## src/rtl/intr_pkg.sv

```systemverilog
// Interrupt controller package
// Line and vector widths, grant state encoding and cfg bit positions

package intr_pkg;

  // ==========================================================================
  // Widths with a meaning
  // ==========================================================================

  // One bit per device line in a group
  typedef logic [7:0] line_vec_t;

  // Encoded line number, highest active line wins
  typedef logic [2:0] line_num_t;

  // Acknowledged vector {group, line}
  typedef logic [3:0] vector_t;

  // ==========================================================================
  // Grant state machine
  // ==========================================================================

  typedef enum logic [1:0] {
    grp_idle    = 2'b00,    // Nothing pending
    grp_pend    = 2'b01,    // Enabled request waiting for ack
    grp_granted = 2'b10     // Acked, held until line clears
  } grant_state_t;

  // ==========================================================================
  // Enable bit positions in cfg_data
  // ==========================================================================

  parameter int cfg_hi_bit = 1;   // High group enable
  parameter int cfg_lo_bit = 0;   // Low group enable

  // Vector bit 3 marks the high group
  parameter int vec_grp_bit = 3;

endpackage

```

## src/rtl/intr_if.sv

```systemverilog
// Interfaces between controller blocks
// intr_req_if carries encoded requests, intr_grp_if carries one group's grant status

`timescale 1ns/10ps

// ============================================================================
// Encoded request levels from the input side
// ============================================================================
interface intr_req_if;

  logic                hi_det;    // Any high line active
  intr_pkg::line_num_t hi_num;    // Highest active high line
  logic                lo_det;    // Any low line active
  intr_pkg::line_num_t lo_num;    // Highest active low line

  // Synchroniser side
  modport src (
    output hi_det,
    output hi_num,
    output lo_det,
    output lo_num
  );

  // Group side
  modport dst (
    input hi_det,
    input hi_num,
    input lo_det,
    input lo_num
  );

endinterface

// ============================================================================
// Status of one priority group toward the output side
// ============================================================================
interface intr_grp_if;

  logic                rq;        // Group is pending
  logic                gas;       // Ack taken this cycle
  logic                gs_n;      // Low while granted
  intr_pkg::line_num_t num;       // Captured line number

  modport grp (output rq, output gas, output gs_n, output num);   // Group FSM side
  modport out (input rq, input gas, input gs_n, input num);       // Vector side

endinterface

```

## src/rtl/intr_sync.sv

```systemverilog
// Input side of the interrupt controller
// Request synchronisers and registered priority encoders for both groups

`timescale 1ns/10ps

module intr_sync #(
  parameter int sync_stages = 2          // Synchroniser depth, 2 or 3
) (
  input  logic                mclk,
  input  logic                rst_n,
  input  intr_pkg::line_vec_t hi_req,    // Raw high group lines
  input  intr_pkg::line_vec_t lo_req,    // Raw low group lines
  intr_req_if.src             req        // Encoded request levels
);

  // ==========================================================================
  // Synchroniser chains
  // ==========================================================================

  intr_pkg::line_vec_t hi_q [sync_stages];   // High group stages
  intr_pkg::line_vec_t lo_q [sync_stages];   // Low group stages

  // Highest set line wins
  function automatic intr_pkg::line_num_t enc_highest(input intr_pkg::line_vec_t lines);
    intr_pkg::line_num_t num;
    num = '0;
    for (int i = 0; i < $bits(intr_pkg::line_vec_t); i++) begin
      if (lines[i]) begin
        num = intr_pkg::line_num_t'(i);     // Later lines overwrite lower ones
      end
    end
    return num;
  endfunction

  genvar s;
  generate
    for (s = 0; s < sync_stages; s++) begin : g_stage
      if (s == 0) begin : g_first
        always_ff @(posedge mclk) begin
          if (!rst_n) begin
            hi_q[s] <= '0;
            lo_q[s] <= '0;
          end else begin
            hi_q[s] <= hi_req;              // Asynchronous lines sampled here
            lo_q[s] <= lo_req;
          end
        end
      end else begin : g_next
        always_ff @(posedge mclk) begin
          if (!rst_n) begin
            hi_q[s] <= '0;
            lo_q[s] <= '0;
          end else begin
            hi_q[s] <= hi_q[s-1];           // Shift along the chain
            lo_q[s] <= lo_q[s-1];
          end
        end
      end
    end
  endgenerate

  // ==========================================================================
  // Registered priority encoders
  // ==========================================================================

  always_ff @(posedge mclk) begin
    if (!rst_n) begin
      req.hi_det <= 1'b0;
      req.hi_num <= '0;
      req.lo_det <= 1'b0;
      req.lo_num <= '0;
    end else begin
      req.hi_det <= |hi_q[sync_stages-1];                // Any high line
      req.hi_num <= enc_highest(hi_q[sync_stages-1]);
      req.lo_det <= |lo_q[sync_stages-1];                // Any low line
      req.lo_num <= enc_highest(lo_q[sync_stages-1]);
    end
  end

endmodule

```

## src/rtl/intr_group.sv

```systemverilog
// Priority group of the interrupt controller
// Enable register and grant FSM for one group

`timescale 1ns/10ps

module intr_group #(
  parameter bit group_hi = 1'b1          // 1 for high group, 0 for low
) (
  input  logic       mclk,
  input  logic       rst_n,
  intr_req_if.dst    req,                // Encoded requests, both groups
  input  logic       cfg_wr,             // Enable write strobe
  input  logic [1:0] cfg_data,           // Enable bits
  input  logic       ack,                // CPU acknowledge strobe
  input  logic       block,              // Higher group busy
  intr_grp_if.grp    grp                 // Status toward output side
);

  // ==========================================================================
  // Group selection
  // ==========================================================================

  localparam int cfg_bit = group_hi ? intr_pkg::cfg_hi_bit : intr_pkg::cfg_lo_bit;

  logic                   enable;        // Group enable
  logic                   det;           // This group's detect
  intr_pkg::line_num_t    num_in;        // This group's encoded line
  intr_pkg::line_num_t    num_q;         // Captured line number
  intr_pkg::grant_state_t state;
  intr_pkg::grant_state_t state_nxt;
  logic                   take;          // Ack accepted this cycle

  assign det    = group_hi ? req.hi_det : req.lo_det;
  assign num_in = group_hi ? req.hi_num : req.lo_num;

  // ==========================================================================
  // Enable register
  // ==========================================================================

  always_ff @(posedge mclk) begin
    if (!rst_n) begin
      enable <= 1'b0;                     // Both groups start disabled
    end else if (cfg_wr) begin
      enable <= cfg_data[cfg_bit];        // Own bit only
    end
  end

  // ==========================================================================
  // Grant FSM
  // ==========================================================================

  // Pending, enabled, acked and no higher group in the way
  assign take = (state == intr_pkg::grp_pend) && enable && ack && !block;

  always_comb begin
    state_nxt = state;
    case (state)
      intr_pkg::grp_idle: begin
        if (det && enable) begin
          state_nxt = intr_pkg::grp_pend;       // Request seen and allowed
        end
      end
      intr_pkg::grp_pend: begin
        if (take) begin
          state_nxt = intr_pkg::grp_granted;
        end else if (!enable || !det) begin
          state_nxt = intr_pkg::grp_idle;       // Disabled or line withdrawn
        end
      end
      intr_pkg::grp_granted: begin
        if (!det) begin
          state_nxt = intr_pkg::grp_idle;       // Held until line clears
        end
      end
      default: begin
        state_nxt = intr_pkg::grp_idle;
      end
    endcase
  end

  always_ff @(posedge mclk) begin
    if (!rst_n) begin
      state <= intr_pkg::grp_idle;
    end else begin
      state <= state_nxt;
    end
  end

  // Line number follows the encoder while pending, frozen once granted
  always_ff @(posedge mclk) begin
    if (state_nxt == intr_pkg::grp_pend) begin
      num_q <= num_in;
    end
  end

  // ==========================================================================
  // Status outputs
  // ==========================================================================

  assign grp.rq   = (state == intr_pkg::grp_pend);      // Feeds irq_n
  assign grp.gas  = take;                               // Single cycle with ack
  assign grp.gs_n = (state != intr_pkg::grp_granted);   // Active low grant
  assign grp.num  = num_q;

endmodule

```

## src/rtl/intr_vector_out.sv

```systemverilog
// Output side of the interrupt controller
// IRQ gate, vector mux and registered vector with valid strobe

`timescale 1ns/10ps

module intr_vector_out (
  input  logic              mclk,
  input  logic              rst_n,
  intr_grp_if.out           hi,          // High group status
  intr_grp_if.out           lo,          // Low group status
  output logic              irq_n,       // Active low interrupt request
  output intr_pkg::vector_t vector,      // Acknowledged vector
  output logic              vec_valid    // One cycle after ack
);

  // ==========================================================================
  // IRQ gate
  // ==========================================================================

  // Low while either group is pending
  assign irq_n = ~(hi.rq | lo.rq);

  // ==========================================================================
  // Vector mux
  // ==========================================================================

  intr_pkg::vector_t vec_sel;            // Vector of the acked group
  logic              any_gas;            // Some group took the ack

  always_comb begin
    vec_sel = '0;
    if (hi.gas) begin
      vec_sel                       = {1'b0, hi.num};
      vec_sel[intr_pkg::vec_grp_bit] = 1'b1;   // High group marker
    end else if (lo.gas) begin
      vec_sel = {1'b0, lo.num};                // Bit 3 stays clear
    end
  end

  assign any_gas = hi.gas | lo.gas;

  // ==========================================================================
  // Vector register
  // ==========================================================================

  always_ff @(posedge mclk) begin
    if (!rst_n) begin
      vector    <= '0;
      vec_valid <= 1'b0;
    end else begin
      vec_valid <= any_gas;              // Ack without a pending group gives nothing
      if (any_gas) begin
        vector <= vec_sel;               // Held until the next grant
      end
    end
  end

endmodule

```

## src/rtl/intr_ctrl_top.sv

```systemverilog
// Two-level interrupt controller top
// Input side, high and low group FSMs and output side

`timescale 1ns/10ps

module intr_ctrl_top #(
  parameter int sync_stages = 2               // Synchroniser depth
) (
  input  logic                mclk,
  input  logic                rst_n,
  input  intr_pkg::line_vec_t hi_req,         // High group request lines
  input  intr_pkg::line_vec_t lo_req,         // Low group request lines
  input  logic                cfg_wr,         // Enable write strobe
  input  logic [1:0]          cfg_data,       // {hi_en, lo_en}
  input  logic                ack,            // CPU acknowledge
  output logic                irq_n,          // Active low interrupt
  output intr_pkg::vector_t   vector,         // {group, line}
  output logic                vec_valid       // Vector strobe
);

  // ==========================================================================
  // Internal buses
  // ==========================================================================

  intr_req_if req_bus ();                     // Encoded requests
  intr_grp_if hi_grp ();                      // High group status
  intr_grp_if lo_grp ();                      // Low group status

  logic lo_block;                             // High group pending or granted

  // Low group waits while the high group is busy
  assign lo_block = hi_grp.rq | ~hi_grp.gs_n;

  // ==========================================================================
  // Input side
  // ==========================================================================

  intr_sync #(
    .sync_stages(sync_stages)
  ) u_sync (
    .mclk  (mclk),
    .rst_n (rst_n),
    .hi_req(hi_req),
    .lo_req(lo_req),
    .req   (req_bus.src)
  );

  // ==========================================================================
  // Priority groups
  // ==========================================================================

  intr_group #(
    .group_hi(1'b1)
  ) u_hi (
    .mclk    (mclk),
    .rst_n   (rst_n),
    .req     (req_bus.dst),
    .cfg_wr  (cfg_wr),
    .cfg_data(cfg_data),
    .ack     (ack),
    .block   (1'b0),                          // Nothing outranks high
    .grp     (hi_grp.grp)
  );

  intr_group #(
    .group_hi(1'b0)
  ) u_lo (
    .mclk    (mclk),
    .rst_n   (rst_n),
    .req     (req_bus.dst),
    .cfg_wr  (cfg_wr),
    .cfg_data(cfg_data),
    .ack     (ack),
    .block   (lo_block),
    .grp     (lo_grp.grp)
  );

  // ==========================================================================
  // Output side
  // ==========================================================================

  intr_vector_out u_out (
    .mclk     (mclk),
    .rst_n    (rst_n),
    .hi       (hi_grp.out),
    .lo       (lo_grp.out),
    .irq_n    (irq_n),
    .vector   (vector),
    .vec_valid(vec_valid)
  );

endmodule

```

## config.mk

```make
export PLATFORM = sky130hd
export DESIGN_NAME = intr_ctrl_top
export DESIGN_NICKNAME = d
export VERILOG_FILES = /design/src/rtl/intr_pkg.sv /design/src/rtl/intr_if.sv /design/src/rtl/intr_sync.sv /design/src/rtl/intr_group.sv /design/src/rtl/intr_vector_out.sv /design/src/rtl/intr_ctrl_top.sv
export SDC_FILE = /design/constraint.sdc
export NUM_CORES = 1
export LEC_CHECK = 0
export ABC_AREA = 1
export BUFFER_PORTS_ARGS = -buffer_cell sky130_fd_sc_hd__buf_2
export CAP_MARGIN = 10
export CORE_ASPECT_RATIO = 1.25
export CORE_MARGIN = 1
export CORE_UTILIZATION = 32
export CTS_BUF_LIST = sky130_fd_sc_hd__clkbuf_2
export DETAILED_ROUTE_END_ITERATION = 8
export GPL_TIMING_DRIVEN = 0
export HOLD_SLACK_MARGIN = 0.12
export PLACE_DENSITY_LB_ADDON = 0.08
export SYNTH_ARGS = -nofsm -noshare
export SYNTH_HDL_FRONTEND = slang
export SYNTH_SLANG_ARGS = --single-unit
export TNS_END_PERCENT = 20
```

## constraint.sdc

```tcl
create_clock -name mclk -period 1.9 [get_ports mclk]
set_input_delay 0.57 -clock mclk [delete_from_list [all_inputs] [get_ports mclk]]
set_output_delay 0.57 -clock mclk [all_outputs]
set_load 0.01 [all_outputs]
```

Word level (Yosys, flattened, before mapping) --
Memories as Yosys holds them, arrays and structs flattened. Index checks and enable logic that the tools add are counted. W data, S select, Z words.
Word-level totals: output and inout port bits 6, word-level logic and storage cells 80, memory bits (writable) 32, memories kept 2, bits of input ports 22, register bits after elaboration 25
Cells by class: bitwise gates (word level) 9, reduce and logical (&&, ||, !) cells 18, muxes and demuxes 32, equality and inequality tests 7
Memories:
- u_sync.hi_q | words 2, width 8, rd ports 2, clocked after Yosys merged registers in 0, write ports 2, RTL line intr_sync.sv:20 | intr_pkg::line_vec_t hi_q [sync_stages];
- u_sync.lo_q | words 2, width 8, rd ports 2, clocked after Yosys merged registers in 0, write ports 2, RTL line intr_sync.sv:21 | intr_pkg::line_vec_t lo_q [sync_stages];
Operators with widths (number):
- $mux W8 | 4
- $mux W3 | 9
- $mux W2 | 12
- $reduce_or A8 Y1 | 2
- $pmux W2 S3 | 2
- $eq A2 B1 Y1 const B | 4
- $logic_and A1 B1 Y1 | 7
- $or A1 B1 Y1 | 7
- $logic_not A1 Y1 | 5
- $eq A2 B2 Y1 const B | 2
- $logic_not A2 Y1 | 2
- $mux W1 | 4
- $mux W4 | 1
- $logic_or A1 B1 Y1 | 2
- $ne A2 B2 Y1 const B | 1
- $not A1 Y1 | 2

Logic depth before layout (Yosys ltp) --
Gate-level depths: netlist of run 1.
word-level depth 8, depth in mapped cells 9, gate-level depth less buffers 9

Cells and area by module --
From an unflattened synthesis of run 1, not the netlist that was laid out.
Second synthesis, totals: cells, all modules 233, area, all modules 1984.4 µm²
By module, submodules not included:
- intr_sync | cells an instance 146, instances 1, seq. area each 800.8 µm², area each 1268.7 µm²
- intr_group | cells an instance 24, instances 2, seq. area each 150.1 µm², area each 237.7 µm²
- intr_vector_out | cells an instance 36, instances 1, seq. area each 100.1 µm², area each 229.0 µm²
- intr_ctrl_top | cells an instance 3, instances 1, seq. area each 0.0 µm², area each 11.3 µm²

Worst setup path after synthesis of run 1 --
No wires, ideal clock.
kind register to output, start register u_hi.state[1], end output port irq_n, buffers on the path 0, setup slack 0.531 ns, arrival 0.799 ns, stages on the path, launching flop included 4, cells stage by stage dfxtp_1 -> inv_1 -> ha_1 -> nor2_1
On the way: word-level cells in the longest chain between the ends 3
RTL lines:
- start: declaration | RTL line intr_group.sv:29 | intr_pkg::grant_state_t state;
- start signal: assignment | RTL line intr_group.sv:83 | state <= intr_pkg::grp_idle;
- start signal: assignment | RTL line intr_group.sv:85 | state <= state_nxt;
- $eq A2 B1 Y1 | RTL line intr_group.sv:100 | assign grp.rq = (state == intr_pkg::grp_pend);
- $or A1 B1 Y1 | RTL line intr_vector_out.sv:21 | assign irq_n = ~(hi.rq | lo.rq);
- $not A1 Y1 | RTL line intr_vector_out.sv:21
- end: declaration | RTL line intr_ctrl_top.sv:16 | output logic irq_n,
Every way passes these cells.

Worst setup path after layout of run 1 --
start register u_hi.state[0], end output port irq_n
The elaborated chain is that of the path after synthesis.

==> reports/qor.yml, run 1 <==
min-delay-start: "lo_req[1]"
yosysSeqAreaShare_pct: 60.5
rr_worst_depth: 7
finalHoldViolCount: 0
ctsLongestPathBuffers: 2
reg2reg_to: "u_hi.grp.num[1]"
drc: 0
avgViaCountPerCell: 3.82
cts_buffers: 9
yosysUniqueCellTypes: 19
power_switching_uw: 527
dp_hpwl_mm: 2.17
h-tree-depth: 3
slew_viol_final: 0
initial_core_util_pct: 33.7
reg2reg_from: "u_hi.state[0]"
drt-total-wl_mm: 3.03
via_count: 1388
grt_usage_pct: 11.0
switching_share_pct: 23.0
die_y_um: 90.1
maxSlewHeadroom_pct: 75.8
grt-ovfl-total: 0
antenna_found_initial: 0
avgSynthCellArea_um2: 8.35
rows: 31
setup_violations: 0
wl_per_cell_um: 8.34
initialDrtViolationCount: 26
pwr-share-comb_pct: 5.6
syn_inst: 238
period_share_pct: 95.5
port_buffers: 26
grt_start_max_net_pins: 11
ys_ff_latch: 57
power.density_nw_per_um2: 967
core_area_um2: 5900
arrival_ps: 1250
drive_gt1_share_pct: 19.2
clkTransAtPathRegs_ps: 160
dieArea_um2: 6530
r2r_setup_slack_ps: 260
max_freq_mhz: 551
fin_ws_ps: 84.6
p_int_mw: 1.77
final_cell_mix: "nand2_1 (62), inv_1 (56), dfxtp_1 (50), buf_2 (31), nor2_1 (20)"
layout_commonest_cell: "nand2_1"
syn_area_um2: 1990
hold_path_class: "input port to flip-flop"
clock_skew_ps: 20.7
die_w_um: 72.5
syn_to_final_growth_pct: 19.4
grt_setup_unrepaired: "no"
hold_depth: 3
whs_ps: 277
grt_pass1_wl_mm: 5.32
cts_tree: "built"
fin_util_pct: 40.2
ir_drop_mv: 0.443
fillers: 648
firstDrtPassIters: 4
grt_pass1_vias: 1269
boundaryPins: 28
fin_nets: 302
path_max_fanout: 3
min_period_ps: 1820
ant_nets: 0
clock-sinks: 57
synth_fp_nets: 264
seq_power_share_pct: 56.5
worstPathRequired_ps: 1330
clockPowerShare_pct: 37.9
dp_slack_ps: 305
worst_setup_path_end_kind: "primary output"
clkLatencyLatePin_ps: 450
hold_buffers: 0
tightest_slew_ps: 360
gp_congestion: 0.741
tns_ps: 0
whs_endpoint: "u_sync.lo_q[0][1]"
critPathLaunchType: "flip-flop"
status: "finished clean"
crit_type: "flip-flop to primary output"
ys_warn_count: 0
root_buffer: "clkbuf_2"
power_leakage_nw: 1.30
cap_violations: 0
n_antenna_cell: 0
-- stage by stage --
step | power (mW) | instances | area [µm²]
global route | 2.40 | 363 | 2370
finish | 2.30 | 363 | 2370
detailed placement | 1.45 | 346 | 2220
floorplan | 1.40 | 238 | 1990
CTS | 2.33 | 363 | 2360
global placement | 1.45 | 346 | 2220
-- routing by layer --
| metal | vias up | GRT usage, % | routed length, µm |
|---|---|---|---|
| met1 | 566 | 11.3 | 1370 |
| met5 | - | 0 | 0 |
| li1 | 783 | - | - |
| met2 | 29 | 18.1 | 1440 |
| met4 | 0 | 9.31 | 107 |
| met3 | 10 | 2.69 | 119 |
-- power by group through the flow --
stage               clock network (mW)  registers, mW  logic (mW)
floorplan                            0           1.32      0.0865
global placement                     0           1.32       0.129
detailed placement                   0           1.32       0.130
CTS                              0.902           1.30       0.131
global route                     0.946           1.30       0.154
finish                           0.870           1.30       0.128
-- synthesized netlist by cell type, drive strengths merged --
| library cell | number | share of area [%] |
|---|---|---|
| nand2 | 62 | 12 |
| inv | 58 | 11 |
| dfxtp | 51 | 51 |
| nor2 | 21 | 4.1 |
| a21oi | 10 | 2.5 |
| edfxtp | 6 | 9.1 |
| nand3 | 6 | 1.8 |
| buf | 5 | 1.3 |
| ha | 4 | 2.5 |
| nor4 | 4 | 1.3 |
| o21ai | 3 | 0.76 |
| a31oi | 2 | 0.63 |
| o211ai | 2 | 0.76 |
| o21bai | 2 | 0.76 |
| nor3 | 1 | 0.25 |
| or2 | 1 | 0.32 |
-- area by class of cell --
| cell class | count | area, µm² | share of cell area (%) |
|---|---|---|---|
| inverters | 58 | 218 | 9.18 |
| flip-flops and latches | 57 | 1200 | 50.7 |
| multi-input cells | 118 | 556 | 23.4 |
| plain buffers | 5 | 25.0 | 1.05 |
| well taps | 82 | 103 | 4.32 |
| clock buffers | 10 | 50.0 | 2.11 |
| clock inverters | 6 | 81.3 | 3.43 |
| repair buffers | 27 | 138 | 5.80 |
-- worst max path at each step --
stage,start,end,slack (ps),depth (start not counted)
floorplan,u_hi.state[1],irq_n,530,3
global placement,u_hi.state[1],u_hi.grp.num[1],310,7
detailed placement,u_hi.state[1],u_hi.grp.num[1],300,7
CTS,u_hi.state[1],irq_n,3,4
global route,u_hi.state[1],irq_n,0.02,4
finish,u_hi.state[0],irq_n,80,3
-- registers in the layout (all words and copies together), names as in the netlist --
name / count
u_hi.enable: 1
u_hi.grp.num: 3
u_hi.state: 2
u_lo.enable: 1
u_lo.grp.num: 3
u_lo.state: 2
u_out.vec_valid: 1
u_out.vector: 4
u_sync.hi_q: 16
u_sync.lo_q: 16
u_sync.req.hi_det: 1
u_sync.req.hi_num: 3
u_sync.req.lo_det: 1
u_sync.req.lo_num: 3
-- worst max-delay path, stage by stage, from the launching register on --
cell and delay [ps]:
dfxtp_1 450, ha_4 170, nor2_1 40, buf_2 130
-- timing repair --
item | 4_1_cts | 5_1_grt
setup endpoints to repair | 1 | 1
gates resized for setup | 2 | 2
setup buffers | 1 | 0
-- cell families after synthesis --
family,share of synthesized area [%]
DFF,60.5
buffers and inverters,12.2
adders and majority gates,2.52
AOI/OAI and AO/OA,5.41
and+or+nand+nor,19.4
(Power assumes the default switching activity.)
==> run 2: changes to the inputs <==
Settings changed: CORE_UTILIZATION 32 to 40, GPL_ROUTABILITY_DRIVEN from default to 0, RECOVER_POWER from default to 25.
==> reports/qor.yml, run 2 (synthesis gave the netlist of run 1 again) <==
drc: 0
grt_pass1_wl_mm: 5.03
grt_pass1_vias: 1233
whs_endpoint: "u_sync.hi_q[0][1]"
layout_commonest_cell: "nand2_1"
critPathLaunchType: "flip-flop"
worst_setup_path_end_kind: "primary output"
clock-sinks: 57
antenna_found_initial: 0
clock_skew_ps: 14.9
ir_drop_mv: 0.429
drt-total-wl_mm: 3.00
slew_viol_final: 0
n_antenna_cell: 0
path_max_fanout: 3
crit_type: "flip-flop to primary output"
dieArea_um2: 5260
firstDrtPassIters: 4
grt_setup_unrepaired: "no"
fin_ws_ps: 86.5
h-tree-depth: 3
rr_worst_depth: 8
fin_nets: 303
min_period_ps: 1810
period_share_pct: 95.4
maxSlewHeadroom_pct: 69.5
status: "finished clean"
clkLatencyLatePin_ps: 450
dp_hpwl_mm: 2.11
hold_path_class: "input port to flip-flop"
reg2reg_to: "u_hi.grp.num[2]"
power_leakage_nw: 1.28
finalHoldViolCount: 0
max_freq_mhz: 551
core_area_um2: 4760
rows: 28
port_buffers: 26
hold_depth: 3
die_w_um: 65.0
ctsLongestPathBuffers: 2
tightest_slew_ps: 453
drive_gt1_share_pct: 18.1
wl_per_cell_um: 8.79
grt_usage_pct: 13.7
cap_violations: 0
initial_core_util_pct: 41.7
grt-ovfl-total: 0
power.density_nw_per_um2: 913
r2r_setup_slack_ps: 240
initialDrtViolationCount: 28
cts_buffers: 9
ant_nets: 0
reg2reg_from: "u_hi.state[1]"
via_count: 1408
final_cell_mix: "nand2_1 (62), inv_1 (56), dfxtp_1 (49), buf_2 (28), nor2_1 (19)"
hold_buffers: 0
dp_slack_ps: 293
die_y_um: 80.8
tns_ps: 0
cts_tree: "built"
fin_cells: 341
placed_cells: 324
grt_start_max_net_pins: 11
avgViaCountPerCell: 4.13
clkTransAtPathRegs_ps: 140
min-delay-start: "hi_req[1]"
boundaryPins: 28
reg_top3: "u_sync.hi_q: 16 flops, u_sync.lo_q: 16 flops, u_out.vector: 4 flops"
root_buffer: "clkbuf_2"
worstPathRequired_ps: 1330
arrival_ps: 1240
syn_to_final_growth_pct: 16.7
setup_violations: 0
[run 2: cell types whose count changed in the layout (fill, tap and decap cells not counted), sizes merged]
cell | previous run | this run
bufinv | 2 | 1
clkinv | 3 | 4
buf | 32 | 30
inv | 59 | 58
clkbuf | 10 | 13
[run 2: what timing repair did]
action / CTS / global route
setup endpoints to repair: 1 / 1
endpoints found under the hold margin: 0 / 0
setup buffers: 1 / 1
gates resized for setup: 3 / 3
[run 2: metrics by stage]
step                util (%)  hold WS (ps)  cell area (µm²)  power, mW
finish                  48.7           288             2320       2.12
global route            48.7           242             2320       2.23
CTS                     48.5           233             2310       2.15
detailed placement      46.0           389             2190       1.45
global placement        46.0           387             2190       1.45
floorplan                  -           386             1990       1.40
[run 2: cell type report]
cell class	instances	area [µm²]
timing repair buffer	28	145
buffer	5	21.3
clock buffer	10	50.0
clock inverter	5	47.5
multi-input combinational	118	558
sequential	57	1200
fill	514	2450
tap	60	75.1
inverter	58	218
[run 2: how the worst max path moves through the flow]
stage	startpoint	endpoint
3_5_place_dp	ack	u_hi.grp.num[2]
3_3_place_gp	ack	u_hi.grp.num[2]
4_1_cts	u_hi.state[1]	irq_n
5_1_grt	u_hi.state[1]	irq_n
2_1_floorplan	u_hi.state[1]	irq_n
6_report	u_hi.state[1]	irq_n
[run 2: layer usage]
metal	track usage, %	vias to the layer above	routed length [µm]
met1	12.1	589	1230
met4	13.9	0	80
met3	4.49	8	100
li1	-	785	-
met5	0	-	0
met2	23.6	26	1590
[run 2: critical path: stages, from the launching register on]
cell and delay (ps):
dfxtp_2 370, inv_2 60, ha_4 160, nor2_2 90, buf_2 120
[run 2: where the power goes]
| part | switching (mW) | internal [mW] |
|---|---|---|
| combinational | 0.0738 | 0.0559 |
| sequential | 0.0223 | 1.27 |
| clock | 0.400 | 0.291 |
| total | 0.496 | 1.62 |
==> run 3: changes to the inputs <==
Settings changed: CORE_MARGIN 1 to 5.
==> reports/qor.yml, run 3 (synthesis gave the netlist of run 1 again) <==
die_w_um: 73.0
n_antenna_cell: 0
drc: 0
initial_core_util_pct: 41.7
power.density_nw_per_um2: 866
h-tree-depth: 3
wl_per_cell_um: 8.91
clkTransAtPathRegs_ps: 150
cts_tree: "built"
period_share_pct: 94.7
grt_start_max_net_pins: 11
grt_pass1_wl_mm: 5.18
fillers: 522
clock-sinks: 57
hold_path_class: "input port to flip-flop"
layout_commonest_cell: "nand2_1"
worstPathRequired_ps: 1330
grt_pass1_vias: 1297
drt-total-wl_mm: 3.03
syn_to_final_growth_pct: 14.9
cts_buffers: 9
finalHoldViolCount: 0
clkLatencyLatePin_ps: 440
reg_top3: "u_sync.hi_q: 16 flops, u_sync.lo_q: 16 flops, u_out.vector: 4 flops"
path_cells: "ha_4, nor2_1, buf_2"
cap_violations: 0
critical-path-top-delay-family: "flip-flops"
grt-ovfl-total: 0
boundaryPins: 28
firstDrtPassIters: 4
slowest_delay_ps: 450
fin_util_pct: 47.9
ant_nets: 0
min_period_ps: 1800
tns_ps: 0
worst_setup_path_end_kind: "primary output"
clock_skew_ps: 14.7
dp_slack_ps: 293
fin_nets: 302
arrival_ps: 1230
rows: 28
maxSlewHeadroom_pct: 72.9
power_leakage_nw: 1.26
status: "finished clean"
crit_type: "flip-flop to primary output"
core_area_um2: 4760
ir_drop_mv: 0.414
power.total_mw: 1.98
dieArea_um2: 6490
dp_hpwl_mm: 2.20
drive_gt1_share_pct: 17.5
slowest_stage: "dfxtp_1"
port_buffers: 26
multi_input_area_um2: 556
final_cell_mix: "nand2_1 (62), inv_1 (56), dfxtp_1 (50), buf_2 (28), nor2_1 (20)"
tightest_slew_ps: 403
setup_violations: 0
path_buf_inv: 1
antenna_found_initial: 0
slew_viol_final: 0
root_buffer: "clkbuf_2"
path_max_fanout: 3
die_y_um: 88.8
avgViaCountPerCell: 4.10
fin_ws_ps: 99.9
initialDrtViolationCount: 52
whs_ps: 302
max_freq_mhz: 556
ctsLongestPathBuffers: 2
critPathLaunchType: "flip-flop"
regArea_um2: 1200
via_count: 1394
grt_usage_pct: 11.1
-- run 3: where the power goes --
| group | switching (mW) | total (mW) | internal (mW) |
|---|---|---|---|
| clock network | 0.396 | 0.555 | 0.158 |
| registers | 0.0223 | 1.30 | 1.27 |
| logic | 0.0718 | 0.127 | 0.0551 |
-- run 3: worst paths after layout --
check	from	endpoint	slack, ps	cells after the start
worst max-delay path	u_hi.state[0]	irq_n	100	3
worst min-delay path	hi_req[0]	u_sync.hi_q[0][0]	300	3
worst max register to register	u_hi.state[0]	u_hi.grp.num[1]	250	7
worst min register to register	u_sync.req.hi_num[0]	u_hi.grp.num[0]	400	0
-- run 3: layer usage --
layer	part of all wire [%]	vias up	global-route usage, %
li1	-	781	-
met1	40	578	10.4
met2	51	29	18.6
met3	7.2	6	5.00
met4	1.9	0	8.56
met5	0	-	0
-- run 3: worst reg2reg max path, stage by stage, from the launching register on --
cell and delay [ps]:
dfxtp_1 450, inv_1 110, ha_1 240, nand2_1 70, nand3_1 90, nand2_1 80, nand2_1 50, nor2_1 240
-- run 3: layout make-up --
cell class	instances	area share [%]
Tap cell	60	3.29
Clock inverter	5	1.04
Timing Repair Buffer	27	6.03
Clock buffer	10	2.19
Sequential cell	57	52.7
Multi-Input combinational cell	118	24.3
Buffer	5	0.932
Inverter	58	9.53
-- run 3: stage by stage --
| step | instance area [µm²] | cells |
|---|---|---|
| floorplan | 1990 | 238 |
| global placement | 2190 | 324 |
| detailed placement | 2190 | 324 |
| CTS | 2280 | 340 |
| global route | 2280 | 340 |
| finish | 2280 | 340 |
-- run 3: repair_timing --
item | CTS | global route
buffers inserted | 1 | 0
gates resized for setup | 2 | 2
hold buffers | 0 | 0
setup endpoints to repair | 1 | 1
pin swaps | 0 | 1
